[config.mk]
export PLATFORM = sky130hd
export DESIGN_NAME = axil_uart_tx
export DESIGN_NICKNAME = d
export VERILOG_FILES = /design/src/design/mem_sys_pkg.sv /design/src/design/axil_uart_tx.sv
export SDC_FILE = /design/constraint.sdc
export NUM_CORES = 1
export LEC_CHECK = 0
export BUFFER_PORTS_ARGS = -buffer_cell sky130_fd_sc_hd__buf_2
export CAP_MARGIN = 5
export CORE_MARGIN = 2
export CORE_UTILIZATION = 37
export CTS_BUF_LIST = sky130_fd_sc_hd__clkbuf_8
export DETAILED_ROUTE_END_ITERATION = 10
export PLACE_DENSITY_LB_ADDON = 0.1
export SKIP_CTS_REPAIR_TIMING = 1
export SLEW_MARGIN = 0
export SYNTH_ARGS = -nofsm -noshare
export SYNTH_HDL_FRONTEND = slang
export SYNTH_SLANG_ARGS = --single-unit
[constraint.sdc]
create_clock -name clk_i -period 3.9 [get_ports clk_i]
set_input_delay 0.78 -clock clk_i [delete_from_list [all_inputs] [get_ports clk_i]]
set_output_delay 0.78 -clock clk_i [all_outputs]
set_load 0.1 [all_outputs]
[src/design/mem_sys_pkg.sv]
`default_nettype none

package mem_sys_pkg;

  localparam int ADDR_W      = 32;
  localparam int DATA_W      = 32;
  localparam int STRB_W      = DATA_W / 8;
  localparam int RAM_WORDS   = 1024;                // 4 KiB
  localparam int RAM_IDX_W   = $clog2(RAM_WORDS);
  localparam int N_MGR       = 2;
  localparam int N_TGT       = 3;
  localparam int MGR_INSTR   = 0;
  localparam int MGR_DATA    = 1;

  localparam logic [ADDR_W-1:0] REGION_MASK   = 32'hF000_0000;  // top nibble picks target
  localparam logic [ADDR_W-1:0] RAM_BASE      = 32'h0000_0000;
  localparam logic [ADDR_W-1:0] UART_BASE     = 32'h1000_0000;
  localparam logic [ADDR_W-1:0] EXIT_BASE     = 32'h2000_0000;
  localparam logic [ADDR_W-1:0] UART_DATA_OFS = 32'h0000_0000;  // tx data
  localparam logic [ADDR_W-1:0] UART_STAT_OFS = 32'h0000_0004;  // bit 0 busy

  localparam int CLKS_PER_BIT = 4;
  localparam int BAUD_W       = $clog2(CLKS_PER_BIT);
  localparam int FRAME_BITS   = 10;                 // start + 8 data + stop
  localparam int FRAME_CNT_W  = $clog2(FRAME_BITS);

  localparam logic [1:0] RESP_OKAY   = 2'd0;
  localparam logic [1:0] RESP_DECERR = 2'd3;

  // values double as target port index on the crossbar
  typedef enum logic [1:0] {
    TGT_RAM  = 2'd0,
    TGT_UART = 2'd1,
    TGT_EXIT = 2'd2,
    TGT_NONE = 2'd3
  } target_e;

  typedef struct packed {
    logic              wr_valid;
    logic [ADDR_W-1:0] wr_addr;
    logic [DATA_W-1:0] wr_data;
    logic [STRB_W-1:0] wr_strb;
    logic              rd_valid;
    logic [ADDR_W-1:0] rd_addr;
    logic              b_ready;
    logic              r_ready;
  } axil_req_t;

  typedef struct packed {
    logic              wr_ready;
    logic              b_valid;
    logic [1:0]        b_resp;
    logic              rd_ready;
    logic              r_valid;
    logic [DATA_W-1:0] r_data;
    logic [1:0]        r_resp;
  } axil_rsp_t;

endpackage

`default_nettype wire

[src/design/axil_uart_tx.sv]
`timescale 1ns/100ps
`default_nettype none

module axil_uart_tx
  import mem_sys_pkg::*;
(
  input  logic      clk_i,
  input  logic      reset_i,
  input  axil_req_t req_i,
  output axil_rsp_t rsp_o,
  output logic      tx_o
);

  logic [FRAME_BITS-1:0]  shift_q;
  logic [BAUD_W-1:0]      baud_q;
  logic [FRAME_CNT_W-1:0] bit_q;
  logic                   busy_q;
  logic                   b_valid_q;
  logic                   r_valid_q;
  logic [DATA_W-1:0]      r_data_q;
  logic                   pending;
  logic                   is_data_wr;
  logic                   is_stat_rd;
  logic                   wr_ready;
  logic                   wr_fire;
  logic                   rd_fire;
  logic                   bit_end;

  assign pending    = b_valid_q | r_valid_q;
  assign is_data_wr = (req_i.wr_addr == UART_DATA_OFS);
  assign is_stat_rd = (req_i.rd_addr == UART_STAT_OFS);
  assign wr_ready   = ~pending & ~(busy_q & is_data_wr);  // stall data writes mid-frame
  assign wr_fire    = req_i.wr_valid & wr_ready;
  assign rd_fire    = req_i.rd_valid & ~pending & ~req_i.wr_valid;
  assign bit_end    = (baud_q == BAUD_W'(CLKS_PER_BIT - 1));
  assign tx_o       = busy_q ? shift_q[0] : 1'b1;        // line idles high

  // serializer, lsb first
  always_ff @(posedge clk_i) begin
    if (wr_fire && is_data_wr) begin
      shift_q <= {1'b1, req_i.wr_data[7:0], 1'b0};
    end else if (busy_q && bit_end) begin
      shift_q <= {1'b1, shift_q[FRAME_BITS-1:1]};
    end
  end

  always_ff @(posedge clk_i) begin
    if (reset_i) begin
      busy_q <= 1'b0;
      baud_q <= '0;
      bit_q  <= '0;
    end else if (wr_fire && is_data_wr) begin
      busy_q <= 1'b1;
      baud_q <= '0;
      bit_q  <= '0;
    end else if (busy_q) begin
      baud_q <= bit_end ? '0 : baud_q + 1'b1;
      if (bit_end) begin
        bit_q <= bit_q + 1'b1;
        if (bit_q == FRAME_CNT_W'(FRAME_BITS - 1)) begin
          busy_q <= 1'b0;                                 // stop bit done
        end
      end
    end
  end

  always_ff @(posedge clk_i) begin
    if (rd_fire) begin
      r_data_q <= is_stat_rd ? {{(DATA_W-1){1'b0}}, busy_q} : '0;
    end
  end

  always_ff @(posedge clk_i) begin
    if (reset_i) begin
      b_valid_q <= 1'b0;
      r_valid_q <= 1'b0;
    end else begin
      b_valid_q <= wr_fire | (b_valid_q & ~req_i.b_ready);
      r_valid_q <= rd_fire | (r_valid_q & ~req_i.r_ready);
    end
  end

  always_comb begin
    rsp_o          = '0;
    rsp_o.wr_ready = wr_ready;
    rsp_o.rd_ready = ~pending & ~req_i.wr_valid;
    rsp_o.b_valid  = b_valid_q;
    rsp_o.b_resp   = RESP_OKAY;
    rsp_o.r_valid  = r_valid_q;
    rsp_o.r_data   = r_data_q;
    rsp_o.r_resp   = RESP_OKAY;
  end

endmodule

`default_nettype wire

======== Yosys cells after proc, flatten, opt, wreduce, memory -nomap -nowiden ========
Cells that the tools add are included.
W data, S select, Z words.
operators by class
  divide/modulo/power cells ............... 0
  $lt $le $gt $ge ......................... 0
  eq/ne operators ......................... 3
  reductions and logical operators ........ 6
  multiply operators ...................... 0
  shift operators ......................... 0
  mux-type cells .......................... 8
  bitwise gates (word level) .............. 16
  add/subtract/negate cells ............... 2
operators by type and width
  kind                   number
  $eq A32 B3 Y1 const B  1
  $logic_not A32 Y1      1
  $mux W9                2
  $and A1 B1 Y1          8
  $mux W1                5
  $not A1 Y1             5
  $add A4 B1 Y4 const B  1
  $eq A4 B4 Y1 const B   1
  $or A1 B1 Y1           3
  $add A2 B1 Y2 const B  1
  $eq A2 B2 Y1 const B   1
  $logic_and A1 B1 Y1    2
  $mux W2                1
  $reduce_and A2 Y1      1
  $reduce_bool A2 Y1     1
  $reduce_or A2 Y1       1
storage, ports and cells
  memory bits (writable) .................. 0
  memory bits (read-only) ................. 0
  word-level logic and storage cells ...... 44
  memories kept ........................... 0
  latch bits .............................. 0
  input port bits ......................... 106
  register bits after elaboration ......... 50
  output and inout port bits .............. 41

======== Depth between registers and ports, before layout ========
  depth in word-level cells ............... 7
  mapped depth ............................ 6
  depth with buffers taken out ............ 5

======== Least setup slack after synthesis ========
Ideal clock, no wire load.
  path type ............................... input to output
  from .................................... input port req_i[103] (netlist bit)
  to ...................................... output port rsp_o[35] (netlist bit)
  stages .................................. 1
  slack ................................... 0.282 ns
  required time ........................... 3.120 ns
  data arrival time ....................... 2.838 ns
  buffers on the path ..................... 0
  cell sequence ........................... nor3_1
between the ends
  word-level cells in the longest chain between the ends .. 2
ends and longest elaborated chain
  item           RTL line            RTL
  from (decl)    axil_uart_tx.sv:9   input axil_req_t req_i,
  $not A1 Y1     axil_uart_tx.sv:86  rsp_o.rd_ready = ~pending & ~req_i.wr_valid;
  $and A1 B1 Y1  axil_uart_tx.sv:86
  to (decl)      axil_uart_tx.sv:10  output axil_rsp_t rsp_o,
No other way between the ends.

==> metrics.md <==
| Metric | Value |
|---|---|
| Worst path cell trace | `buf_2, nor4_1, nand4_1, nor2_1, a21boi_0, buf_2` |
| Relative slew slack | `49.5%` |
| Buf+Inv Stages, Crit Path | `2` |
| # rows | `21` |
| RSZ-0062 raised after global routing | `no` |
| DRT Pass-1 Iters | `4` |
| #FFs+latches synth | `19` |
| Count of final max-slew check failures | `0` |
| Final setup vio count | `0` |
| Initial Util | `38.3%` |
| Via count | `1,194` |
| Tmin final | `2.82 ns` |
| CTS Buf Count | `3` |
| Die Y | `62.8 um` |
| CTS Sinks | `19` |
| YS warnings | `0` |
| Distinct cells, synth | `34` |
| Final nets | `323` |
| Finished Cell Area | `1620 um2` |
| Global-route wire length before repair | `4790 um` |
| Setup TNS | `0 ns` |
| Critical path's slowest cell | `nor4_1` |
| CTS max path bufs | `2` |
| Average cell area after synthesis | `just under 10 um2` |
| Synth top area share | `22.3%` |
| Final antenna-violating net count | `0` |
| Crit path required time | `3.12 ns` |
| CTS tree | `built` |
| Power per cell area | `352 nW/um2` |
| Outcome | `complete, no violations` |
| Iter 0 DRT Violations | `20` |
| Synth area leaders | `buf_4 22%, edfxtp_1 21%, dfxtp_1 16%` |
| Synth area leader | `buf_4` |
| Achievable frequency | `0.354 GHz` |
| Routed wire per std cell | `11.1 um` |
| Critical path class | `input port to output port` |
| Largest stage delay, worst path | `around 0.32 ns` |
| Nature of the critical path startpoint | `input port` |
| Largest delay share family, worst path | `simple AND/OR/NAND/NOR gates` |
| Worst Setup End Kind | `output port` |
| Hold Fails Final Rpt | `0` |
| Number of max-cap violations | `0` |
| Root Driver | `clkbuf_8` |
| Worst Hold Class | `flop to flop` |
| Die area | `3940 um2` |
| Most frequent cells in the layout | `83 x buf_2, 35 x conb_1, 12 x nor4_1, 10 x dfxtp_1, 9 x edfxtp_1` |
| Clock latency on the worst-skew pair | `0.25 ns` |
| Commonest non-fill, non-tap cell in the layout | `buf_2` |
| Vias per Instance | `4.61` |
| Seq/Total Area, Yosys | `36.8%` |
| Share of layout cells above drive strength 1 | `43.2%` |
| Fin crit share | `72.4%` |
| Clk pin slew, worst setup/hold paths | `roughly 0.07 ns` |
| Htree depth | `1` |
| Leak | `about 0.76 nW` |
| Hpwl dp | `around 2400 um` |
| DRC viols | `0` |
| Placed instance area | `1580 um2` |
| Initial antenna violation count | `0` |
| Worst Skew | `0.00236 ns` |
| Synthesized instance count | `133` |
| Largest net degree at the start of global routing | `18` |
| Number of I/O pins | `147` |
| Worst-Margin Slew | `0.757 ns` |
| Maximum vdd drop | `0.174 mV` |
| IO Port Bufs | `83` |
| Core Area | `3340 um2` |
| Die Width | `about 63 um` |
| Crit-path most repeated cell | `buf_2` |
| Vias in the first global route | `1,126` |
| Arr. time, crit path | `roughly 2 ns` |
| Cell Area, Synth | `about 1300 um2` |
| Crit Path Max Fanout | `2` |
| WL final | `2870 um` |
| Total congestion overflow | `0` |
| RD Place Congestion | `0.700` |
| Diode count | `0` |
| Total GRT Usage | `14.9%` |
| Synth-to-Final Area Change | `26.9%` |
[sequential cells by signal (all words and copies together) (netlist names)]
signal and flops:
r_valid_q 1, shift_q 9, busy_q 1, b_valid_q 1
r_data_q 1, baud_q 2, bit_q 4
[where the power goes]
part | internal [W] | switching [W] | leakage (nW) | total (W)
clock network | 0.0000698 | 0.0000614 | 0.0269 | 0.000131
logic | 0.0000348 | 0.000194 | 0.587 | 0.000229
registers | 0.000209 | 0.00000138 | 0.146 | 0.000210
[metrics by stage]
stage	cells	util, %	hold slack [ns]	setup WS, ns	total power, W
2_1_floorplan	167	-	0.451	0.282	0.000431
3_3_place_gp	255	47.3	0.465	1.09	0.000442
3_5_place_dp	255	47.3	0.480	1.06	0.000444
4_1_cts	259	48.6	0.498	1.05	0.000576
5_1_grt	259	48.6	0.557	0.942	0.000592
6_report	259	48.6	0.497	1.08	0.000571
[cell type report]
| class | instances | area, um2 |
|---|---|---|
| Multi-Input combinational cell | 102 | 612 |
| Clock inverter | 1 | 3.75 |
| Sequential cell | 19 | 470 |
| Fill cell | 337 | 1710 |
| Timing Repair Buffer | 84 | 423 |
| Tap cell | 46 | 57.6 |
| Inverter | 4 | 15.0 |
| Clock buffer | 3 | 41.3 |
[synthesized netlist by cell type]
master,n
buf_1,1
nor2_1,6
a21o_1,2
xor2_1,1
buf_2,1
a21oi_1,2
clkbuf_1,1
nand2_1,2
ha_1,3
nand4_1,5
nor4_2,2
dfxtp_1,10
nor4_1,12
nor4_4,1
inv_1,4
and2_1,1
buf_6,1
xnor2_1,2
a41oi_1,1
and2_0,1
a2111oi_0,1
nand2b_1,2
a21boi_0,1
or3_1,1
nor3_1,8
buf_4,38
mux2i_1,2
nor4b_1,1
conb_1,1
o21ba_2,1
a31oi_1,1
or2_2,1
a22o_1,7
edfxtp_1,9
[metal layers]
| metal | up-vias | track usage [%] | part of all wire, % |
|---|---|---|---|
| li1 | 574 | - | - |
| met1 | 548 | 16.4 | 36 |
| met2 | 70 | 26.7 | 52 |
| met3 | 2 | 4.32 | 11 |
| met4 | 0 | 6.11 | 0.73 |
| met5 | - | 0 | 0 |
[cell families (layout without fill, tap and decap cells)]
group | Yosys count | count (layout) | synth area share [%]
xor gates and xnor gates | 3 | 3 | 2.06
adders and majority gates | 3 | 3 | 2.94
AOI/OAI and AO/OA | 16 | 16 | 9.98
DFF | 19 | 19 | 36.8
other | 1 | 35 | 0.293
buffers and inverters | 46 | 92 | 25.3
and+or+nand+nor | 43 | 43 | 21.0
muxes | 2 | 2 | 1.57
[worst min-delay path: stages, from the launching register on]
cell and delay (ns):
edfxtp_1 0.32, mux2i_1 0.07, nor2_1 0.08
[path summary, 6_finish.rpt]
path / endpoint / slack, ns / depth (start not counted) / start
setup / recovery: rsp_o[39] / 1.08 / 6 / req_i[73]
hold reg to reg: shift_q[0] / 0.50 / 2 / shift_q[1]
setup reg to reg: shift_q[4] / 2.04 / 3 / baud_q[0]
hold / removal: shift_q[0] / 0.50 / 2 / shift_q[1]
Power figures use the tool's default switching activity.
