`src/design/mem_sys_pkg.sv`:
```
`default_nettype none

package mem_sys_pkg;

  localparam int ADDR_W      = 32;
  localparam int DATA_W      = 32;
  localparam int STRB_W      = DATA_W / 8;
  localparam int RAM_WORDS   = 1024;                // 4 KiB
  localparam int RAM_IDX_W   = $clog2(RAM_WORDS);
  localparam int N_MGR       = 2;
  localparam int N_TGT       = 3;
  localparam int MGR_INSTR   = 0;
  localparam int MGR_DATA    = 1;

  localparam logic [ADDR_W-1:0] REGION_MASK   = 32'hF000_0000;  // top nibble picks target
  localparam logic [ADDR_W-1:0] RAM_BASE      = 32'h0000_0000;
  localparam logic [ADDR_W-1:0] UART_BASE     = 32'h1000_0000;
  localparam logic [ADDR_W-1:0] EXIT_BASE     = 32'h2000_0000;
  localparam logic [ADDR_W-1:0] UART_DATA_OFS = 32'h0000_0000;  // tx data
  localparam logic [ADDR_W-1:0] UART_STAT_OFS = 32'h0000_0004;  // bit 0 busy

  localparam int CLKS_PER_BIT = 4;
  localparam int BAUD_W       = $clog2(CLKS_PER_BIT);
  localparam int FRAME_BITS   = 10;                 // start + 8 data + stop
  localparam int FRAME_CNT_W  = $clog2(FRAME_BITS);

  localparam logic [1:0] RESP_OKAY   = 2'd0;
  localparam logic [1:0] RESP_DECERR = 2'd3;

  // values double as target port index on the crossbar
  typedef enum logic [1:0] {
    TGT_RAM  = 2'd0,
    TGT_UART = 2'd1,
    TGT_EXIT = 2'd2,
    TGT_NONE = 2'd3
  } target_e;

  typedef struct packed {
    logic              wr_valid;
    logic [ADDR_W-1:0] wr_addr;
    logic [DATA_W-1:0] wr_data;
    logic [STRB_W-1:0] wr_strb;
    logic              rd_valid;
    logic [ADDR_W-1:0] rd_addr;
    logic              b_ready;
    logic              r_ready;
  } axil_req_t;

  typedef struct packed {
    logic              wr_ready;
    logic              b_valid;
    logic [1:0]        b_resp;
    logic              rd_ready;
    logic              r_valid;
    logic [DATA_W-1:0] r_data;
    logic [1:0]        r_resp;
  } axil_rsp_t;

endpackage

`default_nettype wire

```
`src/design/axil_exit_dec.sv`:
```
`timescale 1ns/100ps
`default_nettype none

module axil_exit_dec
  import mem_sys_pkg::*;
(
  input  logic      clk_i,
  input  logic      reset_i,
  input  axil_req_t req_i,
  output axil_rsp_t rsp_o,
  output logic      exit_valid_o,
  output logic      exit_zero_o
);

  logic              exit_valid_q;
  logic              exit_zero_q;
  logic [DATA_W-1:0] value_q;
  logic              b_valid_q;
  logic              r_valid_q;
  logic              pending;
  logic              wr_fire;
  logic              rd_fire;

  assign pending = b_valid_q | r_valid_q;
  assign wr_fire = req_i.wr_valid & ~pending;
  assign rd_fire = req_i.rd_valid & ~pending & ~req_i.wr_valid;

  always_ff @(posedge clk_i) begin
    if (reset_i) begin
      exit_valid_q <= 1'b0;
      exit_zero_q  <= 1'b0;
      value_q      <= '0;
      b_valid_q    <= 1'b0;
      r_valid_q    <= 1'b0;
    end else begin
      if (wr_fire && !exit_valid_q) begin      // first exit code sticks
        exit_valid_q <= 1'b1;
        exit_zero_q  <= (req_i.wr_data == '0);  // zero means pass
        value_q      <= req_i.wr_data;
      end
      b_valid_q <= wr_fire | (b_valid_q & ~req_i.b_ready);
      r_valid_q <= rd_fire | (r_valid_q & ~req_i.r_ready);
    end
  end

  assign exit_valid_o = exit_valid_q;
  assign exit_zero_o  = exit_zero_q;

  always_comb begin
    rsp_o          = '0;
    rsp_o.wr_ready = ~pending;
    rsp_o.rd_ready = ~pending & ~req_i.wr_valid;
    rsp_o.b_valid  = b_valid_q;
    rsp_o.b_resp   = RESP_OKAY;
    rsp_o.r_valid  = r_valid_q;
    rsp_o.r_data   = value_q;
    rsp_o.r_resp   = RESP_OKAY;
  end

endmodule

`default_nettype wire

```
`config.mk`:
```
export PLATFORM = sky130hd
export DESIGN_NAME = axil_exit_dec
export DESIGN_NICKNAME = d
export VERILOG_FILES = /design/src/design/mem_sys_pkg.sv /design/src/design/axil_exit_dec.sv
export SDC_FILE = /design/constraint.sdc
export NUM_CORES = 1
export LEC_CHECK = 0
export BUFFER_PORTS_ARGS = -buffer_cell sky130_fd_sc_hd__clkbuf_2
export CORE_ASPECT_RATIO = 1.2
export CORE_MARGIN = 3
export CORE_UTILIZATION = 35
export CTS_CLUSTER_SIZE = 8
export DETAILED_ROUTE_END_ITERATION = 16
export PLACE_DENSITY = 0.86
export SLEW_MARGIN = 20
export SYNTH_ARGS = -nofsm -noshare
export SYNTH_HDL_FRONTEND = slang
export SYNTH_SLANG_ARGS = --single-unit
export TNS_END_PERCENT = 50
```
`constraint.sdc`:
```
create_clock -name clk_i -period 1.9 [get_ports clk_i]
set_input_delay 0.38 -clock clk_i [delete_from_list [all_inputs] [get_ports clk_i]]
set_output_delay 0.38 -clock clk_i [all_outputs]
set_load 0.02 [all_outputs]
```
After elaboration in Yosys (flattened, before gate mapping)
Index checks and enable logic that the tools add are counted.
{"block": "classes", "n_bitwise": 13, "n_reduce_logical": 3}
{"op": "$logic_not 32->1", "n": 1}
{"op": "$and 1x1->1", "n": 6}
{"op": "$not 1->1", "n": 4}
{"op": "$or 1x1->1", "n": 3}
{"op": "$logic_and 1x1->1", "n": 1}
{"op": "$logic_not 1->1", "n": 1}
{"block": "word_totals", "ff_bits": 36, "in_bits": 106, "output_inout_bits": 42, "word_cells": 21}

Depth between registers and ports, before layout
Gate-level depths: netlist (run 1).
{"block": "logic_depth", "ltp_word": 5, "depth_mapped": 5, "mapped_depth_nobuf": 3}

Worst setup path before layout (run 1)
Ideal clock, no wire load.
{"block": "synth_timing", "path_type": "reg2reg", "startpoint": "register exit_valid_q, in the netlist exit_valid_o", "endpoint": "register value_q[6]", "setup_time_ns": 0.132, "arrival_ns": 1.323, "slack_ns": 0.445, "path_stages_with_launch": 6, "path_buffers": 2, "period_less_slack_ns": 1.455, "path_cell_list": "dfxtp_1 or4b_4 buf_6 buf_6 nand2_1 a21oi_1"}
{"block": "synth_between", "elab_chain_len": 2}
{"element": "start: declaration", "line": "axil_exit_dec.sv:15", "rtl": "logic exit_valid_q;"}
{"element": "start signal: assignment", "line": "axil_exit_dec.sv:30", "rtl": "exit_valid_q <= 1'b0;"}
{"element": "start signal: assignment", "line": "axil_exit_dec.sv:37", "rtl": "exit_valid_q <= 1'b1;"}
{"element": "$logic_not 1->1", "line": "axil_exit_dec.sv:36", "rtl": "if (wr_fire && !exit_valid_q) begin"}
{"element": "$logic_and 1x1->1", "line": "axil_exit_dec.sv:36"}
{"element": "end signal: assignment", "line": "axil_exit_dec.sv:39", "rtl": "value_q <= req_i.wr_data;"}
{"element": "end: declaration", "line": "axil_exit_dec.sv:17", "rtl": "logic [DATA_W-1:0] value_q;"}
No other way between the ends.
A chain may end at the register's enable or synchronous reset.

==> results.txt, run 1 <==
----------------------------------------------------
[Status]
  Status ... complete, no violations

[Clocking]
  Hold Buf Count CTS ... 0
  Buffers inserted during post-CTS setup optimization ... 0
  H-tree depth reported by CTS ... 2
  Post-CTS sizing ... 0
  TritonCTS buffer count ... 5
  # clock sinks ... 36
  Clock tree from TritonCTS ... yes
  CTS max path bufs ... 2
  Clock insertion delay at the later pin of the skew report ... 0.28 ns
  Clock transition at the registers of the reported paths ... 0.06 ns
  Root buffer cell ... clkbuf_8

[Yosys]
  Sequential fraction of the synthesis area ... 50.8%
  Async SR Flop Fraction ... 0%
  Area of the mapped netlist ... 0.00142 sq mm
  Post-synthesis share of cell area spent on and, or, nand and nor gates ... 27.5%
  Gate count of the mapped netlist ... 176
  Mux cell area share after synthesis ... 0%
  Synth Area in Compound Gates ... 12.9%
  Flip-flop cell with the highest count after synthesis ... dfxtp_1
  Count of distinct cell types in the synthesized netlist ... 18
  Adder-cell share of the synthesized area ... 0%
  Yosys warning total ... 0
  Post-Synthesis Mean Instance Area ... 8.05 sq um
  Dominant combinational cell family by area after synthesis ... simple AND/OR/NAND/NOR gates
  Number of enable-type register cells in the synthesized netlist ... 0
  Area share of xor/xnor cells in the synthesized design ... 0%
  Post-synthesis sequential element count ... 36

[Layout]
  Proportion of layout cells with a drive suffix above 1 ... 35.6%
  Antenna fix cells ... 0
  Final Net Count ... 353
  Final standard cell area without fillers ... 0.00187 sq mm
  Synthesis-to-finish area growth ... 31.8%

[Timing]
  RSZ-0062 raised after global routing ... false
  Hold violation count in the final report ... 0
  Clock tree skew after final layout ... 0.00357 ns
  Highest attainable clock frequency ... 670 MHz
  Setup total negative slack ... 0 ns
  Count of final setup violators ... 0
  Final max-slew violation count ... 0
  Final Critical Period ... 1.49 ns
  Final cycle utilization of the critical path ... 78.6%

[Global route]
  Vias in the first global route ... 1290
  Total global routing track utilization ... 14.9%
  Maximum number of pins on one net before global-route repair ... 37
  Wire length of the first global-routing pass ... 5660 um
  Initial antenna violation count ... 0
  Overflow left after global routing ... 0

[Place]
  Post-detail-place hpwl ... 2640 um
  Number of buffer cells added on primary ports ... 75
  Instance area at placement ... 0.00177 sq mm
  RePlAce Congestion ... 0.714

[Drt]
  Average wire length per cell after detail routing ... 11.7 um
  Detailed-route via count ... 1408
  Routed wire length ... 3490 um
  Drt drc ... 0
  Initial DRT Pass Iterations ... 4
  Drt via density ... 4.71
  Number of design-rule violations left by the first detailed-router iteration ... 56
  Number of nets still failing antenna checks after routing ... 0

[Pwr]
  Portion of total power attributed to sequential cells ... 48.7%
  Proportion of total power due to net switching ... 27.8%
  Internal Power ... 1.24 mW
  Power per Cell Area ... 919 mW/mm^2
  Worst VDD drop ... 430 uV
  Static Leak ... 0.853 nW
  Clock power frac ... 33.0%
  Net switching component of the power ... 477 uW
  Final total power ... 1.72 mW
  Combinational group share of total power ... 18.3%

[Setup path]
  Nature of the critical path endpoint ... output port
  Data arrival at the endpoint of the critical path ... 1.11 ns
  Kind of launch point of the worst setup path ... flop
  Worst EP required ... 1.52 ns
  Largest driver fanout on the critical path ... 6
  CP Class ... reg2out

[Floorplan]
  Total Die Area ... 0.00485 sq mm
  Initial standard-cell utilization of the core ... 37.8%
  Standard-cell rows ... 24
  Die Span Y ... 75.7 um
  Chip width ... 64.1 um
  Core Region ... 0.00375 sq mm
  I/O pins ... 148

[Min path]
  Hold/Removal Path Class ... in2reg

[Flow run]
  Number of max-cap violations ... 0

----------------------------------------------------
[placed cells by master (no fill, tap or decap)]
cell type / Yosys / routed
nand3b_2: 1 / 1
o31ai_1: 1 / 1
nor2_1: 5 / 5
nand2_1: 64 / 64
nor4_1: 7 / 7
buf_4: 6 / 3
conb_1: 1 / 4
nor2b_1: 2 / 2
nor4b_4: 1 / 1
nor3_1: 2 / 2
clkbuf_2: 0 / 75
clkbuf_8: 0 / 7
or4b_4: 1 / 1
a21oi_1: 35 / 35
nand4_1: 1 / 1
dfxtp_1: 36 / 36
nand3_1: 2 / 2
[worst max-delay path, cell delays in order, from the launching register on]
cell      delay, ns
dfxtp_1        0.38
nor3_1         0.25
clkbuf_2       0.21
[synthesized netlist by cell type, drive strengths merged, types with 2 or more instances]
| master | number | area [sq um] |
|---|---|---|
| nor2 | 5 | 18.8 |
| nand2 | 64 | 240 |
| clkbuf | 4 | 15.0 |
| nand3 | 2 | 10.0 |
| a21oi | 35 | 175 |
| buf | 13 | 105 |
| nor2b | 2 | 12.5 |
| nor4 | 7 | 43.8 |
| dfxtp | 36 | 721 |
| nor3 | 2 | 10.0 |
[worst paths after layout]
| kind | from | endpoint | slack (ns) | cells past startpoint |
|---|---|---|---|---|
| worst max-delay path | b_valid_q$_SDFF_PP0_ | rsp_o[35] | 0.41 | 2 |
| worst min-delay path | req_i[34] | r_valid_q$_SDFF_PP0_ | 0.33 | 3 |
| worst max register to register | exit_valid_o$_SDFFE_PP0P_ | value_q[1]$_SDFFE_PP0P_ | 0.45 | 3 |
| worst min register to register | value_q[0]$_SDFFE_PP0P_ | value_q[0]$_SDFFE_PP0P_ | 0.45 | 2 |
[power by group through the flow]
stage	logic, mW	clock network [mW]	registers, mW
after global placement	0.316	0	0.851
final	0.315	0.566	0.836
after global routing	0.348	0.621	0.842
after floorplan	0.160	0	0.908
after detailed placement	0.319	0	0.853
after CTS	0.319	0.588	0.836
[cell type report]
cell class	count	area [sq um]
Tap cell	52	65.1
Sequential cell	36	721
Multi-Input combinational cell	126	588
Fill cell	376	1890
Timing Repair Buffer	78	398
Clock buffer	7	96.3
[kinds of logic (layout without fill, tap and decap cells)]
logic type	count (synthesis)	count (layout)
other cells	1	4
compound gates	36	36
flops	36	36
buf+inv	17	85
simple gates	86	86
[stage by stage]
stage	hold slack, ns	util, %	worst slack [ns]	instances
floorplan	0.516	-	0.445	179
global placement	0.442	47.2	0.361	292
detailed placement	0.448	47.2	0.342	292
CTS	0.321	49.8	0.383	299
global route	0.330	49.8	0.317	299
finish	0.331	49.8	0.407	299
[per-layer routing]
metal  vias to the layer above  GRT usage, %  routed length [um]
li1                        714             -                   -
met1                       619          18.1                1530
met2                        69          24.1                1580
met3                         6          5.75                 330
met4                         0          5.87                  49
met5                         -             0                   0
[flip-flops by register name, summed over array words and instances, names as in the netlist]
signal	flops
b_valid_q	1
r_valid_q	1
exit_zero_o	1
exit_valid_o	1
value_q	32
(Power assumes the default switching activity.)
==> run 2, diff against run 1 <==
Settings changed: CORE_UTILIZATION 35 to 31, PLACE_DENSITY 0.86 to 0.81.
Clock period 1.9 ns to 1.2 ns, I/O delays scaled along.
==> run 2 against run 1 <==
The flow now finishes with violations (negative setup slack). Combinational power rose by 100%. Critical path type is now reg2reg. Clock-buffer cell count fell by 1. Core utilization fell by 1.3 points. Largest power group unchanged. Sequential power rose by 58%. Die area rose by 12%. Via count rose by 2.3%. Flip-flop and latch count did not move. Cell count rose by 6.0%. Critical endpoint is now value_q[1]$_SDFFE_PP0P_. Clock power rose by 55%. Non-clock buffer count rose by 13. Setup slack got worse by 0.54 ns.
==> results.txt, run 2 (synthesis gave the netlist of run 1 again) <==
----------------------------------------------------
[Status]
  Status ... finished with violations
  Violations in the final reports ... negative setup slack

[Layout]
  Number of flip-flops under the largest register name ... 32
  Commonest cells after routing, fill and taps aside ... clkbuf_2 (70), nand2_1 (57), dfxtp_1 (33)
  Leading cell type in the layout, fill and taps excluded ... clkbuf_2
  Register containing the most flip-flops in the final layout ... value_q
  Layout Cells excl Fill ... 317
  Antenna fix cells ... 0
  Synthesis-to-finish area growth ... 47.8%
  Core Util, Final ... 48.4%
  Final Net Count ... 366
  Proportion of layout cells with a drive suffix above 1 ... 44.8%

[Setup path]
  Cell chain of the critical path ... or4b_4 -> buf_12 -> nand2_1 -> a21oi_2
  Buf+Inv Stages, Crit Path ... 1
  Worst reg2reg setup slack ... -0.13 ns
  Slowest stage cell on the critical path ... or4b_4
  Largest driver fanout on the critical path ... 19
  Data arrival at the endpoint of the critical path ... 1.50 ns
  CP Class ... reg2reg
  Kind of cell with the highest combined delay on the critical path ... simple AND/OR/NAND/NOR gates
  Worst EP required ... 1.37 ns
  Start point of the critical path ... b_valid_q$_SDFF_PP0_
  Kind of launch point of the worst setup path ... flop
  Nature of the critical path endpoint ... flop
  Capture point of the worst path ... value_q[1]$_SDFFE_PP0P_
  Worst reg2reg endpoint ... value_q[1]$_SDFFE_PP0P_
  Stages on the worst setup path ... 4
  Crit Reg-Reg Startpoint ... b_valid_q$_SDFF_PP0_
  Maximum cell stage delay along the critical path ... 0.57 ns
  Worst reg2reg path depth ... 4

[Pwr]
  Worst VDD drop ... 688 uV
  Static Leak ... 0.956 nW
  Combinational group share of total power ... 22.4%
  Power per Cell Area ... 1350 mW/mm^2
  Clock power frac ... 30.9%
  Net switching component of the power ... 826 uW
  Proportion of total power due to net switching ... 29.2%
  Portion of total power attributed to sequential cells ... 46.6%
  Internal Power ... 2.00 mW

[Clocking]
  CTS max path bufs ... 2
  Root buffer cell ... clkbuf_8
  Clock transition at the registers of the reported paths ... 0.07 ns
  H-tree depth reported by CTS ... 2
  Clock insertion delay at the later pin of the skew report ... 0.28 ns
  Clock tree from TritonCTS ... yes
  TritonCTS buffer count ... 5
  Hold Buf Count CTS ... 0
  # clock sinks ... 36

[Timing]
  Hold violation count in the final report ... 0
  Worst Setup Slack, final ... -0.130 ns
  Worst hold margin ... 0.183 ns
  Final max-slew violation count ... 0
  Highest attainable clock frequency ... 752 MHz
  Clock tree skew after final layout ... 0.00667 ns
  Final cycle utilization of the critical path ... 111%
  RSZ-0062 raised after global routing ... true
  Count of final setup violators ... 35
  Final Critical Period ... 1.33 ns

[Global route]
  Overflow left after global routing ... 0
  Maximum number of pins on one net before global-route repair ... 37
  Initial antenna violation count ... 0
  Wire length of the first global-routing pass ... 6100 um
  Total global routing track utilization ... 14.9%
  Vias in the first global route ... 1346

[Drt]
  Drt drc ... 0
  Drt via density ... 4.54
  Routed wire length ... 3870 um
  Average wire length per cell after detail routing ... 12.2 um
  Initial DRT Pass Iterations ... 4
  Number of design-rule violations left by the first detailed-router iteration ... 69
  Detailed-route via count ... 1440
  Number of nets still failing antenna checks after routing ... 0

[Floorplan]
  Standard-cell rows ... 26
  Initial standard-cell utilization of the core ... 32.8%
  Die Span Y ... 80.1 um
  Core Region ... 0.00433 sq mm
  I/O pins ... 148
  Total Die Area ... 0.00542 sq mm
  Chip width ... 67.7 um

[Flow run]
  Number of max-cap violations ... 0

[Place]
  DP Worst Slack ... -0.149 ns
  RePlAce Congestion ... 0.680
  Post-detail-place hpwl ... 2900 um
  Cell Count Post-Placement ... 307
  Number of buffer cells added on primary ports ... 75

[Min path]
  Hold/Removal Path Class ... in2reg

----------------------------------------------------
==> run 2: repair_timing <==
| item | 4_1_cts | 5_1_grt |
|---|---|---|
| setup endpoints to repair | 35 | 37 |
| gates resized for setup | 10 | 17 |
| setup buffers | 1 | 1 |
| pin swaps | 1 | 5 |
==> run 2: worst min path at each step <==
| stage | to | slack [ns] | cells past startpoint | startpoint |
|---|---|---|---|---|
| after floorplan | value_q[0]$_SDFFE_PP0P_ | 0.38 | 2 | req_i[39] |
| after global placement | value_q[11]$_SDFFE_PP0P_ | 0.44 | 2 | value_q[11]$_SDFFE_PP0P_ |
| after detailed placement | value_q[14]$_SDFFE_PP0P_ | 0.45 | 2 | value_q[14]$_SDFFE_PP0P_ |
| after CTS | value_q[8]$_SDFFE_PP0P_ | 0.18 | 3 | req_i[47] |
| after global routing | value_q[15]$_SDFFE_PP0P_ | 0.19 | 3 | req_i[54] |
| final | value_q[15]$_SDFFE_PP0P_ | 0.18 | 3 | req_i[54] |
==> run 2: power by group through the flow <==
stage / Combinational, mW / Sequential, mW / Clock, mW
after floorplan: 0.254 / 1.44 / 0
after global placement: 0.575 / 1.34 / 0
after detailed placement: 0.584 / 1.34 / 0
after CTS: 0.616 / 1.32 / 0.904
after global routing: 0.696 / 1.33 / 0.963
final: 0.635 / 1.32 / 0.876
==> run 2: area by class of cell <==
cell class | instances | area, sq um
clock buffers | 6 | 82.6
clock inverters | 2 | 10.0
fillers | 438 | 2230
multi-input cells | 126 | 631
flip-flops and latches | 36 | 727
well taps | 56 | 70.1
repair buffers | 91 | 576
==> run 2: tightest hold or removal path, delay by kind of cell <==
kind	cells	cell delay, ns
AO/OA/AOI/OAI	1	0.05
AND/OR/NAND/NOR	1	0.05
buffers and inverters	1	0.09
==> run 2: routing by layer <==
layer | part of all wire [%] | track usage (%)
met1 | 45 | 18.8
met2 | 46 | 23.2
met3 | 7.8 | 5.17
met4 | 1.4 | 5.48
met5 | 0 | 0
==> run 2: per-stage QoR <==
step                      area, sq um  setup TNS, ns  power (mW)
after CTS                        2050          -4.04        2.84
final                            2100          -4.01        2.83
after detailed placement         1900          -3.39        1.93
after global routing             2100          -5.84        2.99
after global placement           1900          -2.73        1.92
after floorplan                  1440          -4.90        1.69
