===== src/design/mem_sys_pkg.sv =====
`default_nettype none

package mem_sys_pkg;

  localparam int ADDR_W      = 32;
  localparam int DATA_W      = 32;
  localparam int STRB_W      = DATA_W / 8;
  localparam int RAM_WORDS   = 1024;                // 4 KiB
  localparam int RAM_IDX_W   = $clog2(RAM_WORDS);
  localparam int N_MGR       = 2;
  localparam int N_TGT       = 3;
  localparam int MGR_INSTR   = 0;
  localparam int MGR_DATA    = 1;

  localparam logic [ADDR_W-1:0] REGION_MASK   = 32'hF000_0000;  // top nibble picks target
  localparam logic [ADDR_W-1:0] RAM_BASE      = 32'h0000_0000;
  localparam logic [ADDR_W-1:0] UART_BASE     = 32'h1000_0000;
  localparam logic [ADDR_W-1:0] EXIT_BASE     = 32'h2000_0000;
  localparam logic [ADDR_W-1:0] UART_DATA_OFS = 32'h0000_0000;  // tx data
  localparam logic [ADDR_W-1:0] UART_STAT_OFS = 32'h0000_0004;  // bit 0 busy

  localparam int CLKS_PER_BIT = 4;
  localparam int BAUD_W       = $clog2(CLKS_PER_BIT);
  localparam int FRAME_BITS   = 10;                 // start + 8 data + stop
  localparam int FRAME_CNT_W  = $clog2(FRAME_BITS);

  localparam logic [1:0] RESP_OKAY   = 2'd0;
  localparam logic [1:0] RESP_DECERR = 2'd3;

  // values double as target port index on the crossbar
  typedef enum logic [1:0] {
    TGT_RAM  = 2'd0,
    TGT_UART = 2'd1,
    TGT_EXIT = 2'd2,
    TGT_NONE = 2'd3
  } target_e;

  typedef struct packed {
    logic              wr_valid;
    logic [ADDR_W-1:0] wr_addr;
    logic [DATA_W-1:0] wr_data;
    logic [STRB_W-1:0] wr_strb;
    logic              rd_valid;
    logic [ADDR_W-1:0] rd_addr;
    logic              b_ready;
    logic              r_ready;
  } axil_req_t;

  typedef struct packed {
    logic              wr_ready;
    logic              b_valid;
    logic [1:0]        b_resp;
    logic              rd_ready;
    logic              r_valid;
    logic [DATA_W-1:0] r_data;
    logic [1:0]        r_resp;
  } axil_rsp_t;

endpackage

`default_nettype wire


===== src/design/axil_xbar.sv =====
`timescale 1ns/100ps
`default_nettype none

module axil_xbar
  import mem_sys_pkg::*;
(
  input  logic      clk_i,
  input  logic      reset_i,
  input  axil_req_t mgr_req_i [N_MGR],
  output axil_rsp_t mgr_rsp_o [N_MGR],
  output axil_req_t tgt_req_o [N_TGT],
  input  axil_rsp_t tgt_rsp_i [N_TGT]
);

  typedef enum logic [1:0] {
    ST_IDLE,
    ST_GRANT,
    ST_RESP
  } state_e;

  state_e    state_q;
  logic      last_q;      // manager served last
  logic      mgr_q;       // granted manager
  logic      is_wr_q;     // granted op is a write
  target_e   tgt_q;       // decoded target, latched

  logic [N_MGR-1:0] req_any;
  logic             pick;
  logic             sel_wr;
  logic [ADDR_W-1:0] sel_addr;
  logic             in_grant;
  logic             in_resp;
  logic             req_fire;
  logic             rsp_fire;
  axil_req_t        cur_req;
  axil_req_t        fwd_req;
  axil_rsp_t        local_rsp;
  axil_rsp_t        cur_rsp;
  axil_rsp_t        out_rsp;

  function automatic target_e decode(input logic [ADDR_W-1:0] addr);
    case (addr & REGION_MASK)
      RAM_BASE:  decode = TGT_RAM;
      UART_BASE: decode = TGT_UART;
      EXIT_BASE: decode = TGT_EXIT;
      default:   decode = TGT_NONE;
    endcase
  endfunction

  // arbitration, evaluated only while idle
  always_comb begin
    for (int m = 0; m < N_MGR; m++) begin
      req_any[m] = mgr_req_i[m].wr_valid | mgr_req_i[m].rd_valid;
    end
    if (&req_any) begin
      pick = ~last_q;                   // round robin on contention
    end else begin
      pick = req_any[1];
    end
    sel_wr   = mgr_req_i[pick].wr_valid;  // write wins within a manager
    sel_addr = sel_wr ? mgr_req_i[pick].wr_addr : mgr_req_i[pick].rd_addr;
  end

  assign in_grant = (state_q == ST_GRANT);
  assign in_resp  = (state_q == ST_RESP);

  // decode errors are answered here, one cycle after acceptance
  always_comb begin
    local_rsp          = '0;
    local_rsp.wr_ready = 1'b1;
    local_rsp.rd_ready = 1'b1;
    local_rsp.b_valid  = 1'b1;
    local_rsp.r_valid  = 1'b1;
    local_rsp.b_resp   = RESP_DECERR;
    local_rsp.r_resp   = RESP_DECERR;
  end

  always_comb begin
    cur_req          = mgr_req_i[mgr_q];
    fwd_req          = cur_req;
    fwd_req.wr_addr  = cur_req.wr_addr & ~REGION_MASK;  // target sees its offset
    fwd_req.rd_addr  = cur_req.rd_addr & ~REGION_MASK;
    fwd_req.wr_valid = cur_req.wr_valid & in_grant & is_wr_q;
    fwd_req.rd_valid = cur_req.rd_valid & in_grant & ~is_wr_q;
    fwd_req.b_ready  = cur_req.b_ready & in_resp;
    fwd_req.r_ready  = cur_req.r_ready & in_resp;

    if (tgt_q == TGT_NONE) begin
      cur_rsp = local_rsp;
    end else begin
      cur_rsp = tgt_rsp_i[tgt_q];
    end
    out_rsp          = cur_rsp;
    out_rsp.wr_ready = cur_rsp.wr_ready & in_grant & is_wr_q;
    out_rsp.rd_ready = cur_rsp.rd_ready & in_grant & ~is_wr_q;
    out_rsp.b_valid  = cur_rsp.b_valid & in_resp & is_wr_q;
    out_rsp.r_valid  = cur_rsp.r_valid & in_resp & ~is_wr_q;

    req_fire = (out_rsp.wr_ready & cur_req.wr_valid) | (out_rsp.rd_ready & cur_req.rd_valid);
    rsp_fire = (out_rsp.b_valid & cur_req.b_ready) | (out_rsp.r_valid & cur_req.r_ready);

    for (int t = 0; t < N_TGT; t++) begin
      tgt_req_o[t] = (state_q != ST_IDLE && tgt_q == target_e'(t)) ? fwd_req : '0;
    end
    for (int m = 0; m < N_MGR; m++) begin
      mgr_rsp_o[m] = (state_q != ST_IDLE && mgr_q == 1'(m)) ? out_rsp : '0;
    end
  end

  always_ff @(posedge clk_i) begin
    if (reset_i) begin
      state_q <= ST_IDLE;
      last_q  <= 1'b1;    // instr port goes first
      mgr_q   <= 1'b0;
      is_wr_q <= 1'b0;
      tgt_q   <= TGT_NONE;
    end else begin
      case (state_q)
        ST_IDLE: begin
          if (|req_any) begin
            state_q <= ST_GRANT;
            mgr_q   <= pick;
            is_wr_q <= sel_wr;
            tgt_q   <= decode(sel_addr);
          end
        end
        ST_GRANT: begin
          if (req_fire) begin
            state_q <= ST_RESP;
          end
        end
        ST_RESP: begin
          if (rsp_fire) begin
            state_q <= ST_IDLE;
            last_q  <= mgr_q;
          end
        end
        default: state_q <= ST_IDLE;
      endcase
    end
  end

endmodule

`default_nettype wire


===== config.mk =====
export PLATFORM = sky130hd
export DESIGN_NAME = axil_xbar
export DESIGN_NICKNAME = d
export VERILOG_FILES = /design/src/design/mem_sys_pkg.sv /design/src/design/axil_xbar.sv
export SDC_FILE = /design/constraint.sdc
export NUM_CORES = 1
export LEC_CHECK = 0
export BUFFER_PORTS_ARGS = -buffer_cell sky130_fd_sc_hd__buf_2
export CAP_MARGIN = 20
export CORE_AREA = 3 3 277 279
export CTS_BUF_LIST = sky130_fd_sc_hd__clkbuf_4
export DETAILED_ROUTE_END_ITERATION = 8
export DIE_AREA = 0 0 280 282
export GPL_TIMING_DRIVEN = 0
export PLACE_DENSITY = 0.3
export SLEW_MARGIN = 5
export SYNTH_ARGS = -nofsm -noshare
export SYNTH_HDL_FRONTEND = slang
export SYNTH_SLANG_ARGS = --single-unit

===== constraint.sdc =====
create_clock -name clk_i -period 3.1 [get_ports clk_i]
set_input_delay 0.465 -clock clk_i [delete_from_list [all_inputs] [get_ports clk_i]]
set_output_delay 0.465 -clock clk_i [all_outputs]
set_load 0.05 [all_outputs]

-- Yosys cells after proc, flatten, opt, wreduce, memory -nomap -nowiden
Cells that the tools add are included.
W data, S select, Z words.
- bits in registers: 7
- word-level logic and storage cells: 82
- input port bits: 330
- output and inout bits: 392
- bitwise gates (word level): 28
- equal/unequal tests: 10
- reductions and logical operators: 14
- mux-type cells: 22
- $lt $le $gt $ge: 3
- operators by type and width (cell ; count):
    $mux W104 ; 9
    $mux W40 ; 5
    $bmux W40 S2 ; 1
    $logic_not A32 Y1 ; 1
    $mux W32 ; 1
    $and A1 B1 Y1 ; 18
    $pmux W2 S3 ; 2
    $eq A2 B2 Y1 const B ; 3
    $mux W2 ; 3
    $reduce_and A2 Y1 ; 3
    $logic_and A1 B1 Y1 ; 5
    $eq A2 B1 Y1 const B ; 2
    $eq A4 B1 Y1 const B ; 1
    $eq A4 B2 Y1 const B ; 1
    $ge A2 B2 Y1 const B ; 2
    $logic_not A2 Y1 ; 2
    $ne A2 B1 Y1 const B ; 2
    $not A1 Y2 ; 2
    $or A1 B1 Y1 ; 4
    $ge A3 B3 Y1 const B ; 1
    $not A1 Y1 ; 3
    $not A2 Y3 ; 1
    $reduce_and A3 Y1 ; 1
    $ne A2 B2 Y1 const B ; 1
    other kinds (3) ; 3

-- Longest topological paths before layout
Gate-level depths: netlist of the first run.
- depth after elaboration: 11
- depth in mapped cells: 7
- depth with buffers taken out: 5

-- Worst setup path before layout of the first run
OpenSTA, ideal clock, no wires.
- path type: reg-to-output
- from: register state_q[1]
- to: output mgr_rsp_o[74] (netlist bit)
- buffers on the path: 3
- arrival time: 2.148 ns
- stages on the path, launching flop included: 7
- path slack: 0.487 ns
- required time: 2.635 ns
- cell sequence: dfxtp_1 > buf_2 > nor2_1 > or2_2 > clkbuf_1 > clkbuf_1 > nor3_1
- RTL lines (what ; RTL line ; source):
    from (decl) ; axil_xbar.sv:21 ; state_e state_q;
    from (signal assigned) ; axil_xbar.sv:112 ; state_q <= ST_IDLE;
    from (signal assigned) ; axil_xbar.sv:121 ; state_q <= ST_GRANT;
    from (signal assigned) ; axil_xbar.sv:129 ; state_q <= ST_RESP;
    to (decl) ; axil_xbar.sv:10 ; output axil_rsp_t mgr_rsp_o [N_MGR],

==> flow_summary.yaml, run 1 <==
finish:
  area_delta_synth_final_pct: 120.6
  final_net_count: 1793
  drive_gt1_share_pct: 55.27
  fillerInstances: 8847
  post_layout_nonfiller_instances: 2438
  final-seq-area_um2: 140.1
  final_cell_mix: "719 x sky130_fd_sc_hd__buf_2, 408 x sky130_fd_sc_hd__nor2_1, 116 x sky130_fd_sc_hd__mux2i_1"
  multi_input_area_mm2: 0.003704
  final_core_util_pct: 12.32
  layout.cells.most_common: "sky130_fd_sc_hd__buf_2"
worst_setup_path:
  cp_cell_sequence: "buf_4 > buf_2 > buf_2 > mux2i_1 > nor2_1 > buf_2"
  timing.reg2reg.worst_path_depth: 7
  crit_end: "tgt_req_o[277]"
  cp_top_family: "buffers and inverters"
  worstPathMaxFanout: 10
  crit_arrival_ns: 2.55
  critical_path_required_ns: 2.63
  worst_path_max_delay_cell: "sky130_fd_sc_hd__mux2i_1"
  critPathMostFrequentCell: "sky130_fd_sc_hd__buf_2"
  cp-start-kind: "flip-flop"
  path_depth: 6
  critical-path-max-stage-delay_ns: 0.53
  r2r-start: "tgt_q[1]$_SDFFE_PP1P_"
  reg2reg_setup_slack_ns: 1.17
  path_class: "reg2out"
  critical_path.n_buffers_inverters: 4
  r2r_end: "last_q$_SDFFE_PP1P_"
  startpoint: "mgr_q$_SDFFE_PP0P_"
  crit_path_end_kind: "output port"
synthesis:
  yosysTopAreaCell: "sky130_fd_sc_hd__nor2_1"
  synth_top_cells_by_area: "sky130_fd_sc_hd__nor2_1 37%, sky130_fd_sc_hd__mux2i_1 32%, sky130_fd_sc_hd__buf_4 5.2%"
  yosys_warnings: 0
  netlist_instances: 738
  synth.lib_cells_used.distinct: 35
  avg_inst_size_synth_um2: 5.635
  ys_ff_latch: 7
  mappedNetlistArea_mm2: 0.004159
  yosys.area.top_type_share_pct: 36.82
  ys_seq_area_share_pct: 3.369
die:
  start_util_pct: 5.587
  floorplan.core_area_mm2: 0.07445
  die_area_mm2: 0.07896
  die_width_um: 280
  ioPinCount: 722
  std_cell_rows: 100
  die_height_um: 282
sta:
  worst_pin_slew_ns: 0.6673
  relSlewSlack_pct: 54.24
  max_freq_mhz: 331.3
  setup_viol: 0
  final_cycle_utilization_of_the_critical_path_pct: 97.37
  layout_min_cycle_time_ns: 3.019
  timing_hold_violations_final: 0
  worst_clk_skew_ns: 0.002004
  rsz_0062_raised_after_global_routing: "false"
  final-max-slew-violation-count: 0
clock_tree:
  cts.hold.buffers_added: 0
  cts_inserted_buffers: 3
  clock_insertion_delay_worst_skew_ns: 0.25
  cts.root.buffer_cell: "sky130_fd_sc_hd__clkbuf_4"
  cts.clk_slew.worst_paths_ns: 0.05
  cts_num_sinks: 7
  cts.path.max_buffers: 2
  htreeDepth: 1
  cts.repair_timing.setup_buffer_count: 0
  tritoncts: "built"
routing:
  post-route-drc-count: 0
  met3_wirelength_um: 3546
  wl_per_cell_um: 21.86
  viasPerCell: 3.330
  drt_first_iter_violations: 285
  routed-wl-met2_um: 26430
  topRoutingLayerUsed: "met4"
  met1Wirelength_um: 21620
  num_vias: 8118
  detailedRoute.firstPassIterationCount: 4
  drtAntennaViolNets: 0
  totalWireLength_um: 53290
global_routing:
  grt_antenna_before_repair: 24
  grt_max_degree: 11
  grt.overflow.total: 0
  first_global_vias: 8211
  grt_first_pass_wirelength_um: 67140
  globalRouteTotalUtil_pct: 12.32
placement:
  numPortBuffers: 696
  detailedPlacementHpwl_um: 48670
  dp.cells: 2428
  final_wtd_congestion: 0.8157
power:
  ir_worst_vdd_mv: 0.1092
  power.total_mw: 1.681
  p_leak_nw: 5.338
  power.density_cell_area_mw_per_mm2: 183.2
job:
  cap_viol_max_count: 0
hold_path:
  hold_depth: 2
  worstHoldPathType: "in2reg"
status:
  result_of_the_run: "finished, final reports clean"
layout make-up:
type | count | share of cell area, %
flip-flops and latches | 7 | 1.527
well taps | 969 | 13.21
diodes | 7 | 0.1909
multi-input cells | 659 | 40.37
clock buffers | 4 | 0.3273
plain buffers | 92 | 5.905
inverters | 2 | 0.08182
repair buffers | 698 | 38.39
repair_timing:
item | 4_1_cts | 5_1_grt
hold endpoints to repair | 0 | 0
pin swaps | 0 | 0
endpoints found under the setup margin | 276 | 14
resized for setup | 36 | 10
worst reg2reg max path: cells and delay by family, from the launching register on:
| family | cells | cell delay, ns |
|---|---|---|
| AOI/OAI and AO/OA | 4 | 0.92 |
| buffers and inverters | 2 | 0.47 |
| DFF | 1 | 0.32 |
| and+or+nand+nor | 1 | 0.12 |
flip-flops by register name (all words and copies together) (netlist names):
name	cells
is_wr_q	1
tgt_q	2
last_q	1
state_q	2
mgr_q	1
cell families (layout without fill, tap and decap cells):
logic type	after synthesis	in the layout	share of synthesized area [%]
AND/OR/NAND/NOR	434	434	40.22
buffers and inverters	95	796	12.39
multiplexers	145	145	35.41
AO/OA/AOI/OAI	56	56	8.514
other	1	31	0.09017
flip-flops	7	7	3.369
cell usage after synthesis:
| cell type | number |
|---|---|
| sky130_fd_sc_hd__a21boi_1 | 1 |
| sky130_fd_sc_hd__a21oi_1 | 34 |
| sky130_fd_sc_hd__a311o_1 | 1 |
| sky130_fd_sc_hd__a31oi_1 | 1 |
| sky130_fd_sc_hd__a32oi_1 | 3 |
| sky130_fd_sc_hd__and2_1 | 1 |
| sky130_fd_sc_hd__buf_1 | 7 |
| sky130_fd_sc_hd__buf_2 | 34 |
| sky130_fd_sc_hd__buf_4 | 29 |
| sky130_fd_sc_hd__buf_6 | 1 |
| sky130_fd_sc_hd__clkbuf_1 | 22 |
| sky130_fd_sc_hd__conb_1 | 1 |
| sky130_fd_sc_hd__dfxtp_1 | 7 |
| sky130_fd_sc_hd__inv_1 | 2 |
| sky130_fd_sc_hd__mux2_1 | 1 |
| sky130_fd_sc_hd__mux2_2 | 8 |
| sky130_fd_sc_hd__mux2_4 | 2 |
| sky130_fd_sc_hd__mux2i_1 | 134 |
| sky130_fd_sc_hd__nand2_1 | 7 |
| sky130_fd_sc_hd__nand2b_1 | 5 |
| sky130_fd_sc_hd__nor2_1 | 408 |
| sky130_fd_sc_hd__nor2b_1 | 2 |
| sky130_fd_sc_hd__nor3_1 | 6 |
| sky130_fd_sc_hd__nor3b_1 | 2 |
| sky130_fd_sc_hd__o21a_1 | 1 |
| sky130_fd_sc_hd__o21ai_0 | 1 |
| sky130_fd_sc_hd__o21ai_1 | 4 |
| sky130_fd_sc_hd__o21ai_4 | 1 |
| sky130_fd_sc_hd__o221ai_2 | 2 |
| sky130_fd_sc_hd__o22a_1 | 2 |
| sky130_fd_sc_hd__o22ai_1 | 4 |
| sky130_fd_sc_hd__o22ai_2 | 1 |
| sky130_fd_sc_hd__or2_2 | 1 |
| sky130_fd_sc_hd__or3_1 | 1 |
| sky130_fd_sc_hd__or4_1 | 1 |
metal layers:
| layer | global-route usage (%) | vias to the layer above |
|---|---|---|
| met2 | 22.74 | 552 |
| li1 | - | 3798 |
| met5 | 0 | - |
| met4 | 3.349 | 0 |
| met1 | 14.60 | 3692 |
| met3 | 2.153 | 76 |
worst min path at each step:
stage                               from                   end  slack, ns
global route                     reset_i  is_wr_q$_SDFFE_PP0P_       0.58
floorplan           is_wr_q$_SDFFE_PP0P_  is_wr_q$_SDFFE_PP0P_       0.53
CTS                              reset_i  is_wr_q$_SDFFE_PP0P_       0.56
finish                           reset_i  is_wr_q$_SDFFE_PP0P_       0.57
detailed placement  is_wr_q$_SDFFE_PP0P_  is_wr_q$_SDFFE_PP0P_       0.57
global placement    is_wr_q$_SDFFE_PP0P_  is_wr_q$_SDFFE_PP0P_       0.57
per-stage QoR:
stage	setup TNS (ns)	hold slack (ns)	instance area [um2]	setup WS [ns]
after global placement	-27.58	0.5709	8941	-0.4985
after detailed placement	-21.29	0.5680	8967	-0.5090
final	0	0.5708	9175	0.08144
after floorplan	0	0.5292	4245	0.4874
after global routing	0	0.5799	9170	0.004444
after CTS	0	0.5610	9130	0.01272
where the power goes:
group          leakage (nW)  switching [mW]  internal [mW]
Clock                0.0185          0.0343         0.0579
Combinational          5.26            1.04          0.450
Sequential           0.0575         0.00429         0.0988
Note: power is estimated with default switching activity, not from simulation.
==> run 2, diff against run 1 <==
Settings changed: ABC_AREA set to 1, CORE_AREA 3 3 277 279 to 3 3 280 282, DIE_AREA 0 0 280 282 to 0 0 283 285.
==> run 2 against run 1 <==
Effect of this change:
- die area up 2.1%
- first-iteration DRC count is 25% lower
- routed wire length fell by 5.8%
- critical path depth up 3
- setup slack improved by 0.026 ns
- core utilization about the same
- critical endpoint is now mgr_rsp_o[55]
- highest routed layer is now met5
==> flow_summary.yaml, run 2 <==
clock_tree:
  cts.clk_slew.worst_paths_ns: 0.05
  cts.repair_timing.setup_buffer_count: 0
  clock_insertion_delay_worst_skew_ns: 0.24
  htreeDepth: 1
  cts_inserted_buffers: 3
  cts.root.buffer_cell: "sky130_fd_sc_hd__clkbuf_4"
  tritoncts: "built"
  cts.path.max_buffers: 2
  cts_num_sinks: 7
placement:
  detailedPlacementHpwl_um: 44810
  final_wtd_congestion: 0.8852
  numPortBuffers: 697
global_routing:
  grt_first_pass_wirelength_um: 67380
  grt_max_degree: 11
  grtUsageMet2_pct: 22.30
  first_global_vias: 8831
  grt.overflow.total: 0
  global_route.peak_usage_layer: "met2"
  global_route_met3_usage_pct: 2.230
  grt_antenna_before_repair: 8
  globalRouteTotalUtil_pct: 11.60
  grt.met1_usage_pct: 12.99
power:
  cellInternalPower_mw: 0.7990
  net-switching-power_mw: 2.060
  ir_worst_vdd_mv: 0.08266
  clockPowerShare_pct: 3.2
  seq_power_share_pct: 4.1
  sw_frac_of_total_pct: 72.05
  power_frac_comb_pct: 92.8
  power.density_cell_area_mw_per_mm2: 304.6
  power.total_mw: 2.859
  p_leak_nw: 5.897
synthesis:
  dominant_synthesized_flop_cell: "sky130_fd_sc_hd__dfxtp_1"
  synth.most_common_cell: "sky130_fd_sc_hd__nor2_1"
  mappedNetlistArea_mm2: 0.004368
  yosysTopAreaCell: "sky130_fd_sc_hd__nor2_1"
  ys_seq_area_share_pct: 3.208
  synth.cells.most_frequent: "308 x sky130_fd_sc_hd__nor2_1, 239 x sky130_fd_sc_hd__nand2_1, 94 x sky130_fd_sc_hd__inv_1"
  synth-edff-count: 0
  ys_ff_latch: 7
  synth.lib_cells_used.distinct: 19
  async_flop_share_pct: 0
  yosys.area.top_type_share_pct: 26.47
  avg_inst_size_synth_um2: 4.832
  netlist_instances: 904
  synth_top_cells_by_area: "sky130_fd_sc_hd__nor2_1 26%, sky130_fd_sc_hd__mux2i_1 21%, sky130_fd_sc_hd__nand2_1 21%"
  yosys_warnings: 0
routing:
  drtAntennaViolNets: 0
  post-route-drc-count: 0
  totalWireLength_um: 50170
  num_vias: 8394
  detailedRoute.firstPassIterationCount: 4
  drt_first_iter_violations: 215
  viasPerCell: 3.157
  wl_per_cell_um: 18.87
finish:
  drive_gt1_share_pct: 48.65
  final_cell_mix: "730 x sky130_fd_sc_hd__buf_2, 306 x sky130_fd_sc_hd__nor2_1, 236 x sky130_fd_sc_hd__nand2_1"
  final_net_count: 1959
  layout.cells.most_common: "sky130_fd_sc_hd__buf_2"
  largest_registers: "state_q: 2 flops, tgt_q: 2 flops"
  area_delta_synth_final_pct: 114.9
hold_path:
  worstHoldPathType: "in2reg"
sta:
  setup_viol: 0
  timing_hold_violations_final: 0
  relSlewSlack_pct: 41.71
  fin_tns_setup_ns: 0
  final-max-slew-violation-count: 0
  worst_clk_skew_ns: 0.001492
  max_freq_mhz: 334.1
  final_cycle_utilization_of_the_critical_path_pct: 96.55
  worst_pin_slew_ns: 0.8574
  layout_min_cycle_time_ns: 2.993
worst_setup_path:
  critical_path_required_ns: 2.63
  path_class: "reg2out"
  crit_end: "mgr_rsp_o[55]"
  startpoint: "tgt_q[1]$_SDFFE_PP1P_"
  cp-start-kind: "flip-flop"
  crit_path_end_kind: "output port"
  r2r_end: "state_q[0]$_SDFFE_PP0P_"
  r2r-start: "mgr_q$_SDFFE_PP0P_"
  reg2reg_setup_slack_ns: 1.23
  timing.reg2reg.worst_path_depth: 10
  worstPathMaxFanout: 10
  crit_arrival_ns: 2.53
die:
  ioPinCount: 722
  die_width_um: 283
  start_util_pct: 5.751
  std_cell_rows: 101
  floorplan.core_area_mm2: 0.07595
  die_area_mm2: 0.08066
  die_height_um: 285
job:
  cap_viol_max_count: 0
status:
  result_of_the_run: "finished, final reports clean"
run 2: cell count changes in the layout (fill, tap and decap cells not counted), sizes merged, moves of 27 or more:
cell   previous run  this run
nand2             7       239
inv               2        95
a21oi            34         7
mux2i           134        92
nand3             0        48
nor2            408       312
run 2: metal layers:
metal / vias up / share of wire [%]
li1: 4150 / -
met1: 3694 / 39
met2: 493 / 51
met3: 51 / 6.7
met4: 6 / 2.8
met5: - / 0.066
run 2: cell families after synthesis:
family,count (synthesis),synth area share (%)
other,1,0.08585
AOI/OAI and AO/OA,23,2.950
and+or+nand+nor,602,53.71
muxes,92,21.08
buffers and inverters,179,18.96
DFF,7,3.208
run 2: layout make-up:
cell class	count	area, um2
fillers	9124	66560
multi-input cells	741	3591
repair buffers	697	3491
well taps	1030	1289
plain buffers	84	486.7
inverters	95	356.6
flip-flops and latches	7	140.1
clock buffers	4	30.03
diodes	1	2.502
run 2: through the flow:
stage	worst slack, ns	hold WS (ns)	utilization, %	std cells	cell area, um2
after floorplan	0.8714	0.4609	-	927	4454
after global placement	-0.3945	0.5055	12.15	2654	9231
after detailed placement	-0.3691	0.4970	12.15	2654	9231
after CTS	0.0004150	0.4797	12.34	2658	9374
after global routing	-0.0006968	0.4949	12.36	2659	9387
final	0.1069	0.4846	12.36	2659	9387
run 2: how the worst min path moves through the flow:
stage               slack, ns                 endpoint                start  depth (start not counted)
global route             0.49  state_q[1]$_SDFFE_PP0P_              reset_i                          2
CTS                      0.48  state_q[1]$_SDFFE_PP0P_              reset_i                          2
finish                   0.48  state_q[1]$_SDFFE_PP0P_              reset_i                          2
global placement         0.51      last_q$_SDFFE_PP1P_  last_q$_SDFFE_PP1P_                          2
detailed placement       0.50      last_q$_SDFFE_PP1P_  last_q$_SDFFE_PP1P_                          2
floorplan                0.46      last_q$_SDFFE_PP1P_  last_q$_SDFFE_PP1P_                          2
run 2: power groups by stage:
stage / clock (mW) / combinational, mW / sequential, mW
global route: 0.101 / 2.84 / 0.118
CTS: 0.0943 / 2.71 / 0.116
finish: 0.0909 / 2.65 / 0.116
floorplan: 0 / 1.69 / 0.115
detailed placement: 0 / 2.67 / 0.116
global placement: 0 / 2.69 / 0.117
run 2: timing repair:
item,CTS,global route
hold buffers,0,0
gates resized for setup,29,3
setup endpoints to repair,287,3
pin swaps,0,0
run 2: critical path: stages (launching register included):
cell,delay [ns]
sky130_fd_sc_hd__dfxtp_1,0.36
sky130_fd_sc_hd__buf_4,0.21
sky130_fd_sc_hd__inv_2,0.06
sky130_fd_sc_hd__nor2_4,0.19
sky130_fd_sc_hd__buf_1,0.57
sky130_fd_sc_hd__nand2_1,0.11
sky130_fd_sc_hd__nand3_1,0.22
sky130_fd_sc_hd__nand2_1,0.20
sky130_fd_sc_hd__inv_1,0.09
sky130_fd_sc_hd__buf_2,0.26
